===== config.mk =====
export PLATFORM = sky130hd
export DESIGN_NAME = audio_ctrl
export DESIGN_NICKNAME = d
export VERILOG_FILES = /design/src/design/audio_ctrl_pkg.sv /design/src/design/host_fifo_reader.sv /design/src/design/cmd_parser.sv /design/src/design/status_reply_writer.sv /design/src/design/audio_ctrl.sv
export SDC_FILE = /design/constraint.sdc
export NUM_CORES = 1
export LEC_CHECK = 0
export BUFFER_PORTS_ARGS = -buffer_cell sky130_fd_sc_hd__buf_4
export CAP_MARGIN = 10
export CELL_PAD_IN_SITES_DETAIL_PLACEMENT = 1
export CELL_PAD_IN_SITES_GLOBAL_PLACEMENT = 1
export CORE_MARGIN = 3
export CORE_UTILIZATION = 45
export DETAILED_ROUTE_END_ITERATION = 7
export PLACE_DENSITY_LB_ADDON = 0.15
export SYNTH_ARGS = -nofsm -noshare
export SYNTH_HDL_FRONTEND = slang
export SYNTH_SLANG_ARGS = --single-unit

===== constraint.sdc =====
create_clock -name clk -period 4.3 [get_ports clk]
set_clock_uncertainty 0.2 [all_clocks]
set_input_delay 1.075 -clock clk [delete_from_list [all_inputs] [get_ports clk]]
set_output_delay 1.075 -clock clk [all_outputs]
set_load 0.03 [all_outputs]

===== src/design/audio_ctrl_pkg.sv =====
`default_nettype none

package audio_ctrl_pkg;

    // ==========================================================================
    // Host protocol
    // ==========================================================================

    // One byte as it moves through the host FIFOs
    typedef logic [7:0] byte_t;

    // Command in header bits 7..6
    typedef enum logic [1:0] {
        CMD_SETUP_OUTPUT  = 2'd0,
        CMD_SETUP_INPUT   = 2'd1,
        CMD_STREAM_OUTPUT = 2'd2,
        // Also sent back as the "stopped" command in every reply
        CMD_STOP          = 2'd3
    } cmd_t;

    // Payload byte count in header bits 5..0
    typedef logic [5:0] payload_len_t;

    // Only legal lengths for the commands that are checked
    localparam payload_len_t SETUP_PAYLOAD_LEN = 6'd1;
    localparam payload_len_t STOP_PAYLOAD_LEN  = 6'd0;

    // Reply carries a single status byte, so its header is C1
    localparam payload_len_t REPLY_LEN = 6'd1;

    // ==========================================================================
    // Output configuration
    // ==========================================================================

    // Setup payload bits 4..2, handed on to the transmitters as is
    typedef logic [2:0] sample_rate_t;
    // Setup payload bits 1..0
    typedef logic [1:0] bit_depth_t;
    // Setup payload bits 7..6
    typedef logic [1:0] out_sel_t;

    // Upper selector bit set means S/PDIF, clear means I2S
    localparam int OUT_SEL_SPDIF_BIT = 1;

    // Status codes in the second reply byte
    typedef logic [7:0] error_code_t;

    localparam error_code_t ERROR_NONE             = 8'd0;
    localparam error_code_t ERROR_BAD_SETUP_LENGTH = 8'd1;
    localparam error_code_t ERROR_BAD_STOP_LENGTH  = 8'd2;

endpackage

`default_nettype wire


===== src/design/host_fifo_reader.sv =====
`timescale 1ns/1ps
`default_nettype none

module host_fifo_reader
    import audio_ctrl_pkg::*;
(
    input  wire        clk,
    input  wire        reset_i,
    // Host input FIFO
    input  wire        in_empty_i,
    input  wire byte_t in_data_i,
    output logic       in_rd_o,
    // Parser side
    input  wire        accept_i,
    input  wire        sample_full_i,
    output logic       byte_valid_o,
    output byte_t      byte_data_o
);

    // Parser is reading and the output path has room
    logic  can_deliver;
    // Pop was issued last cycle, so its byte is on in_data_i now
    logic  inflight_q;
    // One byte parked because it arrived during a stall
    logic  held_q;
    byte_t held_data_q;

    assign can_deliver = accept_i && !sample_full_i;

    // Never pop while a byte is parked, it must go out first
    assign in_rd_o = can_deliver && !in_empty_i && !held_q;

    // Parked byte has priority over the FIFO read data
    assign byte_valid_o = can_deliver && (held_q || inflight_q);
    assign byte_data_o  = held_q ? held_data_q : in_data_i;

    always_ff @(posedge clk or posedge reset_i) begin
        if (reset_i) begin
            inflight_q <= 1'b0;
            held_q     <= 1'b0;
        end else begin
            inflight_q <= in_rd_o;
            // Park the byte in flight on a stall, release once delivered
            held_q     <= (held_q || inflight_q) && !can_deliver;
        end
    end

    // Capture the read data in the cycle it would otherwise be lost
    always_ff @(posedge clk) begin
        if (inflight_q && !held_q && !can_deliver) begin
            held_data_q <= in_data_i;
        end
    end

    // A parked byte never has a pop beside it or a second byte behind it
    a_no_pop_while_held : assert property (
        @(posedge clk) disable iff (reset_i)
        held_q |-> (!in_rd_o && !inflight_q)
    );

endmodule

`default_nettype wire


===== src/design/cmd_parser.sv =====
`timescale 1ns/1ps
`default_nettype none

module cmd_parser
    import audio_ctrl_pkg::*;
(
    input  wire          clk,
    input  wire          reset_i,
    // Byte stream from the reader
    input  wire          byte_valid_i,
    input  wire byte_t   byte_data_i,
    output logic         accept_o,
    // Output path
    input  wire          streaming_i,
    output logic         sample_valid_o,
    output byte_t        sample_data_o,
    // Output configuration
    output logic         i2s_en_o,
    output logic         spdif_en_o,
    output sample_rate_t sample_rate_o,
    output bit_depth_t   bit_depth_o,
    // Status reply
    input  wire          reply_done_i,
    output logic         reply_start_o,
    output error_code_t  reply_code_o,
    output logic         err_o
);

    // ==========================================================================
    // State
    // ==========================================================================

    typedef enum logic {
        PROTO_HEADER,
        PROTO_PAYLOAD
    } proto_state_t;

    typedef enum logic [1:0] {
        PLAY_READ,
        PLAY_WAIT_STOP,
        PLAY_REPLY,
        PLAY_HALT
    } play_state_t;

    proto_state_t proto_q;
    play_state_t  play_q;
    payload_len_t remaining_q;
    cmd_t         last_cmd_q;
    // Set for error replies, the parser halts once the reply is out
    logic         halt_after_q;

    logic         hdr_valid;
    logic         pay_valid;
    logic         stream_byte;
    logic         stop_done;
    cmd_t         hdr_cmd;
    payload_len_t hdr_len;
    error_code_t  hdr_err;
    out_sel_t     out_sel;

    // ==========================================================================
    // Decode
    // ==========================================================================

    // Bytes are taken only in the reading state
    assign accept_o    = (play_q == PLAY_READ);
    assign hdr_valid   = byte_valid_i && accept_o && (proto_q == PROTO_HEADER);
    assign pay_valid   = byte_valid_i && accept_o && (proto_q == PROTO_PAYLOAD);
    assign stream_byte = pay_valid && (last_cmd_q == CMD_STREAM_OUTPUT);

    assign hdr_cmd = cmd_t'(byte_data_i[7:6]);
    assign hdr_len = byte_data_i[5:0];
    assign out_sel = byte_data_i[7:6];

    // Output path has drained after a stop
    assign stop_done = (play_q == PLAY_WAIT_STOP) && !streaming_i;

    // Length check for the commands that have a fixed payload
    always_comb begin
        hdr_err = ERROR_NONE;
        if (hdr_cmd == CMD_SETUP_OUTPUT && hdr_len != SETUP_PAYLOAD_LEN) begin
            hdr_err = ERROR_BAD_SETUP_LENGTH;
        end else if (hdr_cmd == CMD_STOP && hdr_len != STOP_PAYLOAD_LEN) begin
            hdr_err = ERROR_BAD_STOP_LENGTH;
        end
    end

    // ==========================================================================
    // Protocol FSM
    // ==========================================================================

    always_ff @(posedge clk or posedge reset_i) begin
        if (reset_i) begin
            proto_q     <= PROTO_HEADER;
            remaining_q <= '0;
            last_cmd_q  <= CMD_SETUP_OUTPUT;
        end else if (hdr_valid) begin
            // Bad headers never open a payload, the parser halts anyway
            if (hdr_err == ERROR_NONE && hdr_len != '0) begin
                proto_q     <= PROTO_PAYLOAD;
                remaining_q <= hdr_len;
                last_cmd_q  <= hdr_cmd;
            end
        end else if (pay_valid) begin
            remaining_q <= remaining_q - 6'd1;
            // Last payload byte, next one is a header
            if (remaining_q == 6'd1) begin
                proto_q <= PROTO_HEADER;
            end
        end
    end

    // ==========================================================================
    // Playback FSM
    // ==========================================================================

    always_ff @(posedge clk or posedge reset_i) begin
        if (reset_i) begin
            play_q        <= PLAY_READ;
            halt_after_q  <= 1'b0;
            reply_start_o <= 1'b0;
            err_o         <= 1'b0;
        end else begin
            reply_start_o <= 1'b0;
            unique case (play_q)
                PLAY_READ: begin
                    if (hdr_valid && hdr_err != ERROR_NONE) begin
                        play_q        <= PLAY_REPLY;
                        reply_start_o <= 1'b1;
                        halt_after_q  <= 1'b1;
                        err_o         <= 1'b1;
                    end else if (hdr_valid && hdr_cmd == CMD_STOP) begin
                        play_q <= PLAY_WAIT_STOP;
                    end
                end
                PLAY_WAIT_STOP: begin
                    if (stop_done) begin
                        play_q        <= PLAY_REPLY;
                        reply_start_o <= 1'b1;
                        halt_after_q  <= 1'b0;
                    end
                end
                PLAY_REPLY: begin
                    if (reply_done_i) begin
                        play_q <= halt_after_q ? PLAY_HALT : PLAY_READ;
                    end
                end
                PLAY_HALT: begin
                    // Only a reset leaves this state
                    play_q <= PLAY_HALT;
                end
            endcase
        end
    end

    // ==========================================================================
    // Configuration and samples
    // ==========================================================================

    always_ff @(posedge clk or posedge reset_i) begin
        if (reset_i) begin
            sample_valid_o <= 1'b0;
            i2s_en_o       <= 1'b0;
            spdif_en_o     <= 1'b0;
            sample_rate_o  <= '0;
            bit_depth_o    <= '0;
        end else begin
            sample_valid_o <= stream_byte;
            // Setup-input payload falls through here and is dropped
            if (pay_valid && last_cmd_q == CMD_SETUP_OUTPUT) begin
                spdif_en_o    <= out_sel[OUT_SEL_SPDIF_BIT];
                i2s_en_o      <= !out_sel[OUT_SEL_SPDIF_BIT];
                sample_rate_o <= byte_data_i[4:2];
                bit_depth_o   <= byte_data_i[1:0];
            end
        end
    end

    always_ff @(posedge clk) begin
        if (stream_byte) begin
            sample_data_o <= byte_data_i;
        end
        // Code is set in the same cycle that reply_start_o is raised
        if (hdr_valid && hdr_err != ERROR_NONE) begin
            reply_code_o <= hdr_err;
        end else if (stop_done) begin
            reply_code_o <= ERROR_NONE;
        end
    end

    a_sample_only_reading : assert property (
        @(posedge clk) disable iff (reset_i)
        sample_valid_o |-> (play_q == PLAY_READ)
    );

    a_start_only_replying : assert property (
        @(posedge clk) disable iff (reset_i)
        reply_start_o |-> (play_q == PLAY_REPLY)
    );

endmodule

`default_nettype wire


===== src/design/status_reply_writer.sv =====
`timescale 1ns/1ps
`default_nettype none

module status_reply_writer
    import audio_ctrl_pkg::*;
(
    input  wire        clk,
    input  wire        reset_i,
    // From the parser
    input  wire        reply_start_i,
    input  wire byte_t reply_code_i,
    output logic       reply_done_o,
    // Host output FIFO
    input  wire        reply_full_i,
    output logic       reply_wr_o,
    output byte_t      reply_data_o
);

    // Stopped command with a one-byte payload
    localparam byte_t REPLY_HEADER = {CMD_STOP, REPLY_LEN};

    logic  busy_q;
    // Low for the header byte, high for the status code
    logic  byte_idx_q;
    byte_t code_q;

    // Write straight from the full flag so a full FIFO is never written
    assign reply_wr_o   = busy_q && !reply_full_i;
    assign reply_data_o = byte_idx_q ? code_q : REPLY_HEADER;

    always_ff @(posedge clk or posedge reset_i) begin
        if (reset_i) begin
            busy_q       <= 1'b0;
            byte_idx_q   <= 1'b0;
            reply_done_o <= 1'b0;
        end else begin
            reply_done_o <= 1'b0;
            if (reply_start_i) begin
                busy_q     <= 1'b1;
                byte_idx_q <= 1'b0;
            end else if (reply_wr_o) begin
                if (byte_idx_q) begin
                    // Code byte accepted, reply complete
                    busy_q       <= 1'b0;
                    byte_idx_q   <= 1'b0;
                    reply_done_o <= 1'b1;
                end else begin
                    byte_idx_q <= 1'b1;
                end
            end
        end
    end

    always_ff @(posedge clk) begin
        if (reply_start_i) begin
            code_q <= reply_code_i;
        end
    end

    a_no_write_when_full : assert property (
        @(posedge clk) disable iff (reset_i)
        reply_wr_o |-> !reply_full_i
    );

    // Parser waits for reply_done_o before it can start another reply
    a_no_start_while_busy : assert property (
        @(posedge clk) disable iff (reset_i)
        reply_start_i |-> !busy_q
    );

endmodule

`default_nettype wire


===== src/design/audio_ctrl.sv =====
`timescale 1ns/1ps
`default_nettype none

module audio_ctrl
    import audio_ctrl_pkg::*;
(
    input  wire          clk,
    input  wire          reset_i,
    // Host input FIFO
    input  wire          in_empty_i,
    input  wire byte_t   in_data_i,
    output logic         in_rd_o,
    // Audio output path
    input  wire          sample_full_i,
    input  wire          streaming_i,
    output logic         sample_valid_o,
    output byte_t        sample_data_o,
    // Host output FIFO
    input  wire          reply_full_i,
    output logic         reply_wr_o,
    output byte_t        reply_data_o,
    // Configuration and status
    output logic         i2s_en_o,
    output logic         spdif_en_o,
    output sample_rate_t sample_rate_o,
    output bit_depth_t   bit_depth_o,
    output logic         err_o
);

    // Reader to parser
    logic        byte_valid;
    byte_t       byte_data;
    logic        accept;

    // Parser to writer
    logic        reply_start;
    error_code_t reply_code;
    logic        reply_done;

    // ==========================================================================
    // Input side
    // ==========================================================================

    host_fifo_reader host_fifo_reader_i (
        .clk           (clk),
        .reset_i       (reset_i),
        .in_empty_i    (in_empty_i),
        .in_data_i     (in_data_i),
        .in_rd_o       (in_rd_o),
        .accept_i      (accept),
        .sample_full_i (sample_full_i),
        .byte_valid_o  (byte_valid),
        .byte_data_o   (byte_data)
    );

    // Header and payload handling, playback control
    cmd_parser cmd_parser_i (
        .clk            (clk),
        .reset_i        (reset_i),
        .byte_valid_i   (byte_valid),
        .byte_data_i    (byte_data),
        .accept_o       (accept),
        .streaming_i    (streaming_i),
        .sample_valid_o (sample_valid_o),
        .sample_data_o  (sample_data_o),
        .i2s_en_o       (i2s_en_o),
        .spdif_en_o     (spdif_en_o),
        .sample_rate_o  (sample_rate_o),
        .bit_depth_o    (bit_depth_o),
        .reply_done_i   (reply_done),
        .reply_start_o  (reply_start),
        .reply_code_o   (reply_code),
        .err_o          (err_o)
    );

    // ==========================================================================
    // Output side
    // ==========================================================================

    status_reply_writer status_reply_writer_i (
        .clk           (clk),
        .reset_i       (reset_i),
        .reply_start_i (reply_start),
        .reply_code_i  (reply_code),
        .reply_done_o  (reply_done),
        .reply_full_i  (reply_full_i),
        .reply_wr_o    (reply_wr_o),
        .reply_data_o  (reply_data_o)
    );

endmodule

`default_nettype wire


* After elaboration in Yosys (flattened, before gate mapping)
Index checks and enable logic that the tools add are counted.
Cells by class: bitwise logic cells 1, $add $sub $neg 1, mux-type cells 34, equal/unequal tests 12, reduce and logical (&&, ||, !) cells 46
Operator list (count):
- 2-to-1 mux 8 bit | 4
- logical AND 1 bit | 19
- 2-to-1 mux 6 bit | 3
- 2-to-1 mux 1 bit | 17
- 2-to-1 mux 2 bit | 7
- nonzero test 2 bit | 6
- AND reduction 3 bit | 3
- equality test 2 bit (second input constant) | 4
- logical NOT 8 bit | 1
- one-hot mux 2 bit (4 select lines) | 1
- AND reduction 2 bit | 4
- nonzero test 8 bit | 1
- logical NOT 1 bit | 7
- equality test 6 x 1 -> 1 bit (second input constant) | 1
- logical NOT 2 bit | 3
- inequality test 6 x 1 -> 1 bit (second input constant) | 1
- nonzero test 6 bit | 1
- subtractor 6 x 1 -> 6 bit (second input constant) | 1
- inequality test 2 x 1 -> 1 bit (second input constant) | 2
- inequality test 2 bit (second input constant) | 2
- one-hot mux 1 bit (2 select lines) | 2
- inequality test 3 bit (second input constant) | 1
- equality test 2 x 1 -> 1 bit (second input constant) | 1
- logical OR 1 bit | 1
- NOT 1 bit | 1
Storage, ports and cells: bits of input ports 14, flip-flop bits (word level) 59, output and inout port bits 27, word-level logic and storage cells 115

* Logic depth before layout (Yosys ltp)
Gate-level depths: netlist (run 1).
depth in word-level cells 9, gate-level depth with buffers 8, mapped depth without buffers 6

* Cells and area by module
A second synthesis (run 1) with hierarchy kept.
Second synthesis, totals: cell total of the unflattened synthesis 196, area, all modules 2472.4 sq um
Modules (own cells, without submodules):
- cmd_parser | area each 1570.3 sq um, cells each 141, times used 1, sequential area each 850.8 sq um
- host_fifo_reader | area each 457.9 sq um, cells each 27, times used 1, sequential area each 290.3 sq um
- status_reply_writer | area each 444.2 sq um, cells each 28, times used 1, sequential area each 315.3 sq um

* Least setup slack after synthesis (run 1)
OpenSTA, ideal clock, no wires.
path kind input -> output, from input sample_full_i, to output in_rd_o, stages on the path 2, setup slack 0.952 ns, data required time 3.025 ns, path buffers 0, arrival 2.073 ns, path through nor3_2 > nor3b_1
On the way: word-level cells in the longest chain between the ends 4
Ends and longest elaborated chain:
- start: declaration | RTL line audio_ctrl.sv:14 | input wire sample_full_i,
- logical NOT 1 bit | RTL line host_fifo_reader.sv:28 | assign can_deliver = accept_i && !sample_full_i;
- logical AND 1 bit | RTL line host_fifo_reader.sv:28
- logical AND 1 bit (2 in a row) | RTL line host_fifo_reader.sv:31 | assign in_rd_o = can_deliver && !in_empty_i && !held_q;
- end: declaration | RTL line audio_ctrl.sv:12 | output logic in_rd_o,
Every way passes these cells.

* Final worst setup path (run 1)
Ends and elaborated chain as after synthesis.

==> results of run 1 <==
[routing by layer]
metal / up-vias / track usage
li1: 741 / -
met5: - / 0
met3: 6 / 0.0454
met2: 34 / 0.326
met4: 0 / 0.0553
met1: 752 / 0.250
[worst max-delay path by stage]
| stage | start | end | slack [ns] | cells past startpoint |
|---|---|---|---|---|
| after global routing | sample_full_i | in_rd_o | 0.95 | 4 |
| after floorplan | sample_full_i | in_rd_o | 0.95 | 2 |
| after CTS | sample_full_i | in_rd_o | 1.06 | 4 |
| final | sample_full_i | in_rd_o | 1.09 | 4 |
| after global placement | sample_full_i | in_rd_o | 1.14 | 4 |
| after detailed placement | sample_full_i | in_rd_o | 1.07 | 4 |
[Yosys cell counts, types with 4 or more instances]
cell type                   n
sky130_fd_sc_hd__o21ai_0    4
sky130_fd_sc_hd__inv_1     17
sky130_fd_sc_hd__nor2_1    21
sky130_fd_sc_hd__edfxtp_1  20
sky130_fd_sc_hd__dfrtp_1   27
sky130_fd_sc_hd__nand2_1    9
sky130_fd_sc_hd__a21oi_1   12
sky130_fd_sc_hd__nand3_1    5
sky130_fd_sc_hd__nor3b_1    4
sky130_fd_sc_hd__buf_4      6
sky130_fd_sc_hd__mux2i_1    6
sky130_fd_sc_hd__nor3_1     6
[cell type report]
class | count | share of cell area
flip-flops and latches | 47 | 0.506
multi-input cells | 119 | 0.297
repair buffers | 38 | 0.113
clock buffers | 5 | 0.0273
well taps | 52 | 0.0258
inverters | 17 | 0.0253
clock inverters | 3 | 0.00595
[through the flow]
stage                     power [mW]  setup WS [ns]  cells  hold WS [ns]
after floorplan                 1.09          0.952    193         0.200
after global placement          1.25           1.14    273         0.206
after detailed placement        1.28           1.07    273         0.208
after CTS                       1.53           1.06    281         0.227
after global routing            1.62          0.948    281         0.237
final                           1.52           1.09    281         0.233
[sequential cells by signal, summed over array words and instances, names as in the netlist, 2 cells and up]
| signal | count |
|---|---|
| cmd_parser_i.bit_depth_o | 2 |
| cmd_parser_i.last_cmd_q | 2 |
| cmd_parser_i.play_q | 2 |
| cmd_parser_i.remaining_q | 6 |
| cmd_parser_i.reply_code_o | 2 |
| cmd_parser_i.sample_data_o | 8 |
| cmd_parser_i.sample_rate_o | 3 |
| host_fifo_reader_i.held_data_q | 8 |
| status_reply_writer_i.code_q | 2 |
[cell usage in the layout, fill, tap and decap left out, drive strengths merged, types with 3 or more instances in the layout]
cell	n
nor3b	4
nor3	8
buf	38
mux2	3
nand2	9
nand3	5
and3	3
o21ai	6
mux2i	6
o22ai	3
a21oi	12
clkbuf	5
a221oi	3
conb	4
edfxtp	20
dfrtp	27
inv	17
nor2	22
[power by group]
group | total [mW] | internal (mW) | switching [mW] | leakage (nW)
sequential | 0.698 | 0.584 | 0.114 | 0.522
clock | 0.247 | 0.110 | 0.137 | 0.0392
combinational | 0.572 | 0.221 | 0.351 | 0.541
[critical path, cell delays in order]
cell                      delay (ns)
sky130_fd_sc_hd__buf_4          0.11
sky130_fd_sc_hd__nor3_2         0.22
sky130_fd_sc_hd__nor3b_1        0.31
sky130_fd_sc_hd__buf_4          0.22
[logic make-up (layout without fill, tap and decap cells)]
kind of cell	Yosys count	count (layout)	share of synthesized area
compound gates	37	37	0.119
xor+xnor	1	1	0.00408
fa+ha+maj	2	2	0.0116
buf+inv	27	63	0.0629
flops	47	47	0.594
mux	9	9	0.0437
other cells	1	4	0.00174
simple gates	66	66	0.163
==> metrics list, run 1 <==
* Routed WL: 4.83 mm
- Die outline height: between 70 and 80 microns
- By area the synthesized netlist is led by sky130_fd_sc_hd__dfrtp_1 (31%), sky130_fd_sc_hd__edfxtp_1 (28%), sky130_fd_sc_hd__nor2_1 (3.7%), sky130_fd_sc_hd__inv_1 (3.0%), sky130_fd_sc_hd__a21oi_1 (2.8%).
- Of the available clock period, the critical path in the final layout requires 0.746.
- FMAX: 312 MHz
* Area of the die: ~5600 sq um
* Antenna diode count: 0
- Yosys mapped the design onto 47 distinct sky130hd cell types.
- At the end of the flow the core is filled with cells to 0.564.
* Setup Total Neg Slack: 0 ns
- Once placement finished, the instance area stood at between 2000 and 2500 sq um.
- Setup violations remaining at the end of the flow were counted as 0.
* Total gr overflow: 0
* Fraction of synthesized cell area taken by the top area cell type: 0.314
* Number of buffers inserted by hold repair at cts: 0
* Worst Max-Slew Pin Slew: ~1.1 ns
- Fill cells in the final layout number between 400 and 500.
- All-Layer GR Usage: 0.194
* Share of flip-flops with an asynchronous set or reset after synthesis: 0.574
- Cell area after technology mapping: around 2100 sq um
* Sequential cell area: 1280 sq um
- By startpoint and endpoint, the worst setup path is classified as in -> out.
* Reg2Reg Launch Point: host_fifo_reader_i.held_q$_DFF_PP0_
* Routability congestion estimate from global placement: about 0.85
- Maximum clock insertion buffer count: 2
* Met1 Routed Length: 2.07 mm
- The detailed router used layers up to and including met4.
- First DRT Iteration DRCs: 98
- Number of setup buffers added after CTS: 0
- Residual DRC count: 0
- Arrival time of the worst setup path: around 1.9 ns
- Width of the die: 75.1 microns
- After clock tree synthesis, the clock-pin slew on the worst setup and hold paths is about 0.08 ns.
- Layout Cell Area excl Fill: 2520 sq um
- The Yosys step of the flow raised 0 warnings.
- In this run the remaining antenna-violating nets after routing total 0.
* Number of pins with negative max-slew slack in the final report: 0
- Count of endpoints failing hold in the final timing report: 0
- In the final layout, the share of cells above drive strength 1 is 0.249.
- Dividing the synthesized area by the synthesized cell count gives 11.3 sq um.
- STA classifies the critical path endpoint as an output pin.
- Max-Slew Margin vs Limit: 0.251
- Met2 routed WL: 2.53 mm
- Dividing total power by cell area gives a power density of between 600 and 700 nW/um^2.
- Counting cells, the worst reg-to-reg path comes to 6.
- Run status: finished, final reports clean
- Row generation in the floorplan step produced 24 rows.
- The share of the Yosys chip area taken by registers is 0.594.
- Entering global routing, the biggest net connects 28 pins.
- Summing all multi-input logic gate instances after layout gives around 750 sq um.
- The worst path in the final design needs a cycle of around 3.2 ns, including I/O delays and setup.
- The clock tree synthesis step divided the H-tree into 2 levels.
* Final HPWL from detailed placement: 3.82 mm
* Largest voltage drop on the vdd net: between 0.2 and 0.3 mV
- In this run, synthesis produced a sequential element count of 47.
- The worst register-to-register path ends at cmd_parser_i.reply_code_o[1]$_SDFFCE_PN0P_.
- Along the worst hold path, the cell count comes to 0.
- TritonCTS clock tree: built
- The initial antenna violation count came to 0.
- Hold path start: cmd_parser_i.reply_code_o[0]$_SDFFCE_PN0P_
- The worst hold path belongs to the class reg -> reg.
* Crit path launch type: input port
* Vias after detailed routing: about 1.5k
- Post-synth EDFFs: 20
- Post-Synthesis Cells: between 150 and 200
- Met3 wire length: about 170 microns
* Top Ports: around 40
- The number of gates resized after CTS was 0.
- Counting the buffers created by CTS gives 5.
- In the routed layout, each cell is associated on average with a via count of roughly 5.5.
- Buffers placed on the I/O ports in this run total 36.
- Along the worst path, the maximum fanout reaches 5.
- Setup repair after global routing missed its margin: no
- From synthesis to final layout, the design area changed by 17.4%.
- Latest clock arrival within the worst-skew pair: 0.29 ns
* Core Box Area: 4470 sq um
* CTS root buf: sky130_fd_sc_hd__clkbuf_8
- The first TritonRoute pass finished after 4 iterations.
- Worst path required time: 3.02 ns
- Dividing the detail-routed wire length by the instance count gives between 15 and 20 microns.
- Number of clock sinks: between 40 and 50
- The worst hold path terminates at status_reply_writer_i.code_q[0]$_DFFE_PP_.
- In the synthesized netlist the dominant register cell turns out to be sky130_fd_sc_hd__dfrtp_1.
- Maxcap violations: 0
* Layout Nets: roughly 240
- Of all cell types, the one taking the most synthesized area is sky130_fd_sc_hd__dfrtp_1.
- For this configuration, the core starts out at a cell density of 0.480.
- Number of global-route vias before repair: ~1.7k
* Register-to-register setup slack: about 1.6 ns
* Wire length of the first global-routing pass: a little over 8 mm
- The analysis attributes to cell leakage a power of ~1.1 nW.
No activity file was read; power rests on OpenSTA's default activity.
==> inputs of run 2 (changes only) <==
CORE_UTILIZATION = 43   (was 45)
clock period = 3.3 ns   (was 4.3 ns; I/O delays follow)
==> metrics list, run 2 (synthesis gave the netlist of run 1 again) <==
* Run status: finished, final reports clean
- STA puts the critical path data required time at 2.27 ns.
- Register-to-register setup slack: 0.82 ns
* First DRT Iteration DRCs: 48
- Area of the die: slightly below 6000 sq um
- Number of fill cells in the layout: around 530
* Routability congestion estimate from global placement: slightly above 0.8
* Depth of the most critical reg-to-reg path: 6
- Gates resized during post-CTS repair numbered 0.
- Of the available clock period, the critical path in the final layout requires 0.822.
- The max-slew violation count is 0.
- Number of core rows: 25
- Vias after detailed routing: between 1.5k and 2k
* Residual DRC count: 0
- The H-tree generated during clock tree synthesis spans 2 levels.
- The via count of the first global-routing pass is about 1.6k.
* Routed WL: about 5 mm
* Number of clock sinks: 47
* Worst Max-Slew Pin Slew: approximately 1.1 ns
- Reported leakage power: approximately 1.1 nW
* Final HPWL from detailed placement: 3.76 mm
- For this design the ratio of total power to cell area is 786 nW/um^2.
- Across the whole layout, storage elements account for approximately 1300 sq um.
* Area occupied by multi-input gates: around 750 sq um
- Number of setup buffers added after CTS: 0
* Setup Total Neg Slack: 0 ns
* Layout overhead on the synthesized area: 19.4%
* Post-placement cell count: 291
- Instance count along the most critical hold path: 0
* Max-Slew Margin vs Limit: 0.239
- The path class of the tightest hold or removal check is reg -> reg.
* Width of the die: 76.7 microns
- The initial utilization of the core area, before any placement, comes to 0.449.
* Pin count of the biggest net entering global routing: 28
* R2r endpoint: cmd_parser_i.reply_code_o[0]$_SDFFCE_PN0P_
- The clock reaches the later pin of the worst-skew pair after ~0.31 ns.
* Antenna diode count: 0
- The library cell used most frequently in the layout, excluding fill and tap cells, is sky130_fd_sc_hd__buf_4.
- The final number of hold-violating endpoints came to 0.
* CTS root buf: sky130_fd_sc_hd__clkbuf_8
* All-Layer GR Usage: 0.184
- The worst hold path begins at cmd_parser_i.reply_code_o[1]$_SDFFCE_PN0P_.
- Top Ports: just over 40
- Setup repair after global routing left no endpoint under its margin.
- Core Box Area: between 4000 and 5000 sq um
* Number of buffers added by the clock tree synthesis step: 5
- DRT antenna net count: 0
- Minimum clock period after layout: around 2.7 ns
* Routed via count divided by cell count: between 5 and 6
* Most frequent cells in the layout: sky130_fd_sc_hd__buf_4 (41), sky130_fd_sc_hd__dfrtp_1 (27), sky130_fd_sc_hd__nor2_1 (21), sky130_fd_sc_hd__edfxtp_1 (20), sky130_fd_sc_hd__inv_1 (17)
- Die outline height: roughly 77 microns
* Registers with the highest flip-flop counts: cmd_parser_i.sample_data_o: 8 flops, host_fifo_reader_i.held_data_q: 8 flops, cmd_parser_i.remaining_q: 6 flops
* Non-filler cells in the finished layout: ~300
* Number of buffer cells added on primary ports: 36
- Arrival time of the worst setup path: about 1.7 ns
- IR analysis of the VDD net gives a maximum drop of 0.372 mV.
- In this run the worst path has a maximum fanout of 5.
- Hold-critical path endpoint: status_reply_writer_i.code_q[1]$_DFFE_PP_
- Dividing the detail-routed wire length by the instance count gives approximately 17 microns.
- Total gr overflow: 0
* TritonCTS clock tree: built
- FMAX: about 370 MHz
- Layout Nets: 247
* Wire length of the first global-routing pass: 8.42 mm
- Maxcap violations: 0
* Number of buffers inserted by hold repair at cts: 0
- The worst setup path is launched from an input port.
- In this run the critical register-to-register path is launched from cmd_parser_i.play_q[0]$_DFFE_PP0P_.
* Final setup violation count: 0
* Maximum clock insertion buffer count: 2
- The first detailed-routing pass ran for 4 iterations.
- Post-CTS clock slew at the launch and capture registers of the worst setup and hold paths: about 0.080 ns
- Number of antenna violations at the first check in global routing: 0
* Endpoint type of the worst setup path: output pin
* Worst setup path category: in -> out
- In the final layout, the share of cells above drive strength 1 is 0.263.
==> run 2: worst max-delay path by stage <==
stage	start	end	slack [ns]	cells after the start
6_report	sample_full_i	in_rd_o	0.59	4
5_1_grt	sample_full_i	in_rd_o	0.51	4
4_1_cts	sample_full_i	in_rd_o	0.58	4
3_5_place_dp	sample_full_i	cmd_parser_i.reply_code_o[0]$_SDFFCE_PN0P_	0.44	7
3_3_place_gp	in_data_i[2]	cmd_parser_i.remaining_q[1]$_DFFE_PP0P_	0.56	7
2_1_floorplan	sample_full_i	in_rd_o	0.45	2
==> run 2: per-layer routing <==
metal / wire (microns) / vias up / global-route usage
met1: 2190 / 786 / 0.251
li1: - / 746 / -
met5: 0 / - / 0
met2: 2490 / 33 / 0.300
met4: 58 / 0 / 0.0543
met3: 200 / 8 / 0.0364
==> run 2: area by class of cell <==
type,instances,area share
Timing Repair Buffer,41,0.120
Sequential cell,47,0.497
Multi-Input combinational cell,119,0.292
Clock inverter,2,0.00488
Inverter,17,0.0249
Clock buffer,6,0.0283
Tap cell,67,0.0327
==> run 2: metrics by stage <==
stage / area, sq um / utilization / hold WS, ns / setup slack (ns) / power (mW)
floorplan: 2160 / - / 0.200 / 0.452 / 1.43
global placement: 2480 / 0.518 / 0.204 / 0.562 / 1.65
detailed placement: 2480 / 0.518 / 0.207 / 0.437 / 1.69
CTS: 2570 / 0.536 / 0.228 / 0.585 / 2.03
global route: 2570 / 0.536 / 0.236 / 0.512 / 2.15
finish: 2570 / 0.536 / 0.226 / 0.589 / 2.02
==> run 2: worst max-delay path, stage by stage <==
cell and delay [ns]:
sky130_fd_sc_hd__buf_4 0.11, sky130_fd_sc_hd__nor3_2 0.25, sky130_fd_sc_hd__nor3b_1 0.29, sky130_fd_sc_hd__buf_4 0.21
==> run 2: power breakdown <==
group / leakage (nW) / internal (mW) / switching, mW
Combinational: 0.555 / 0.299 / 0.494
Clock: 0.0412 / 0.148 / 0.193
Sequential: 0.522 / 0.761 / 0.121
Total: 1.12 / 1.21 / 0.808
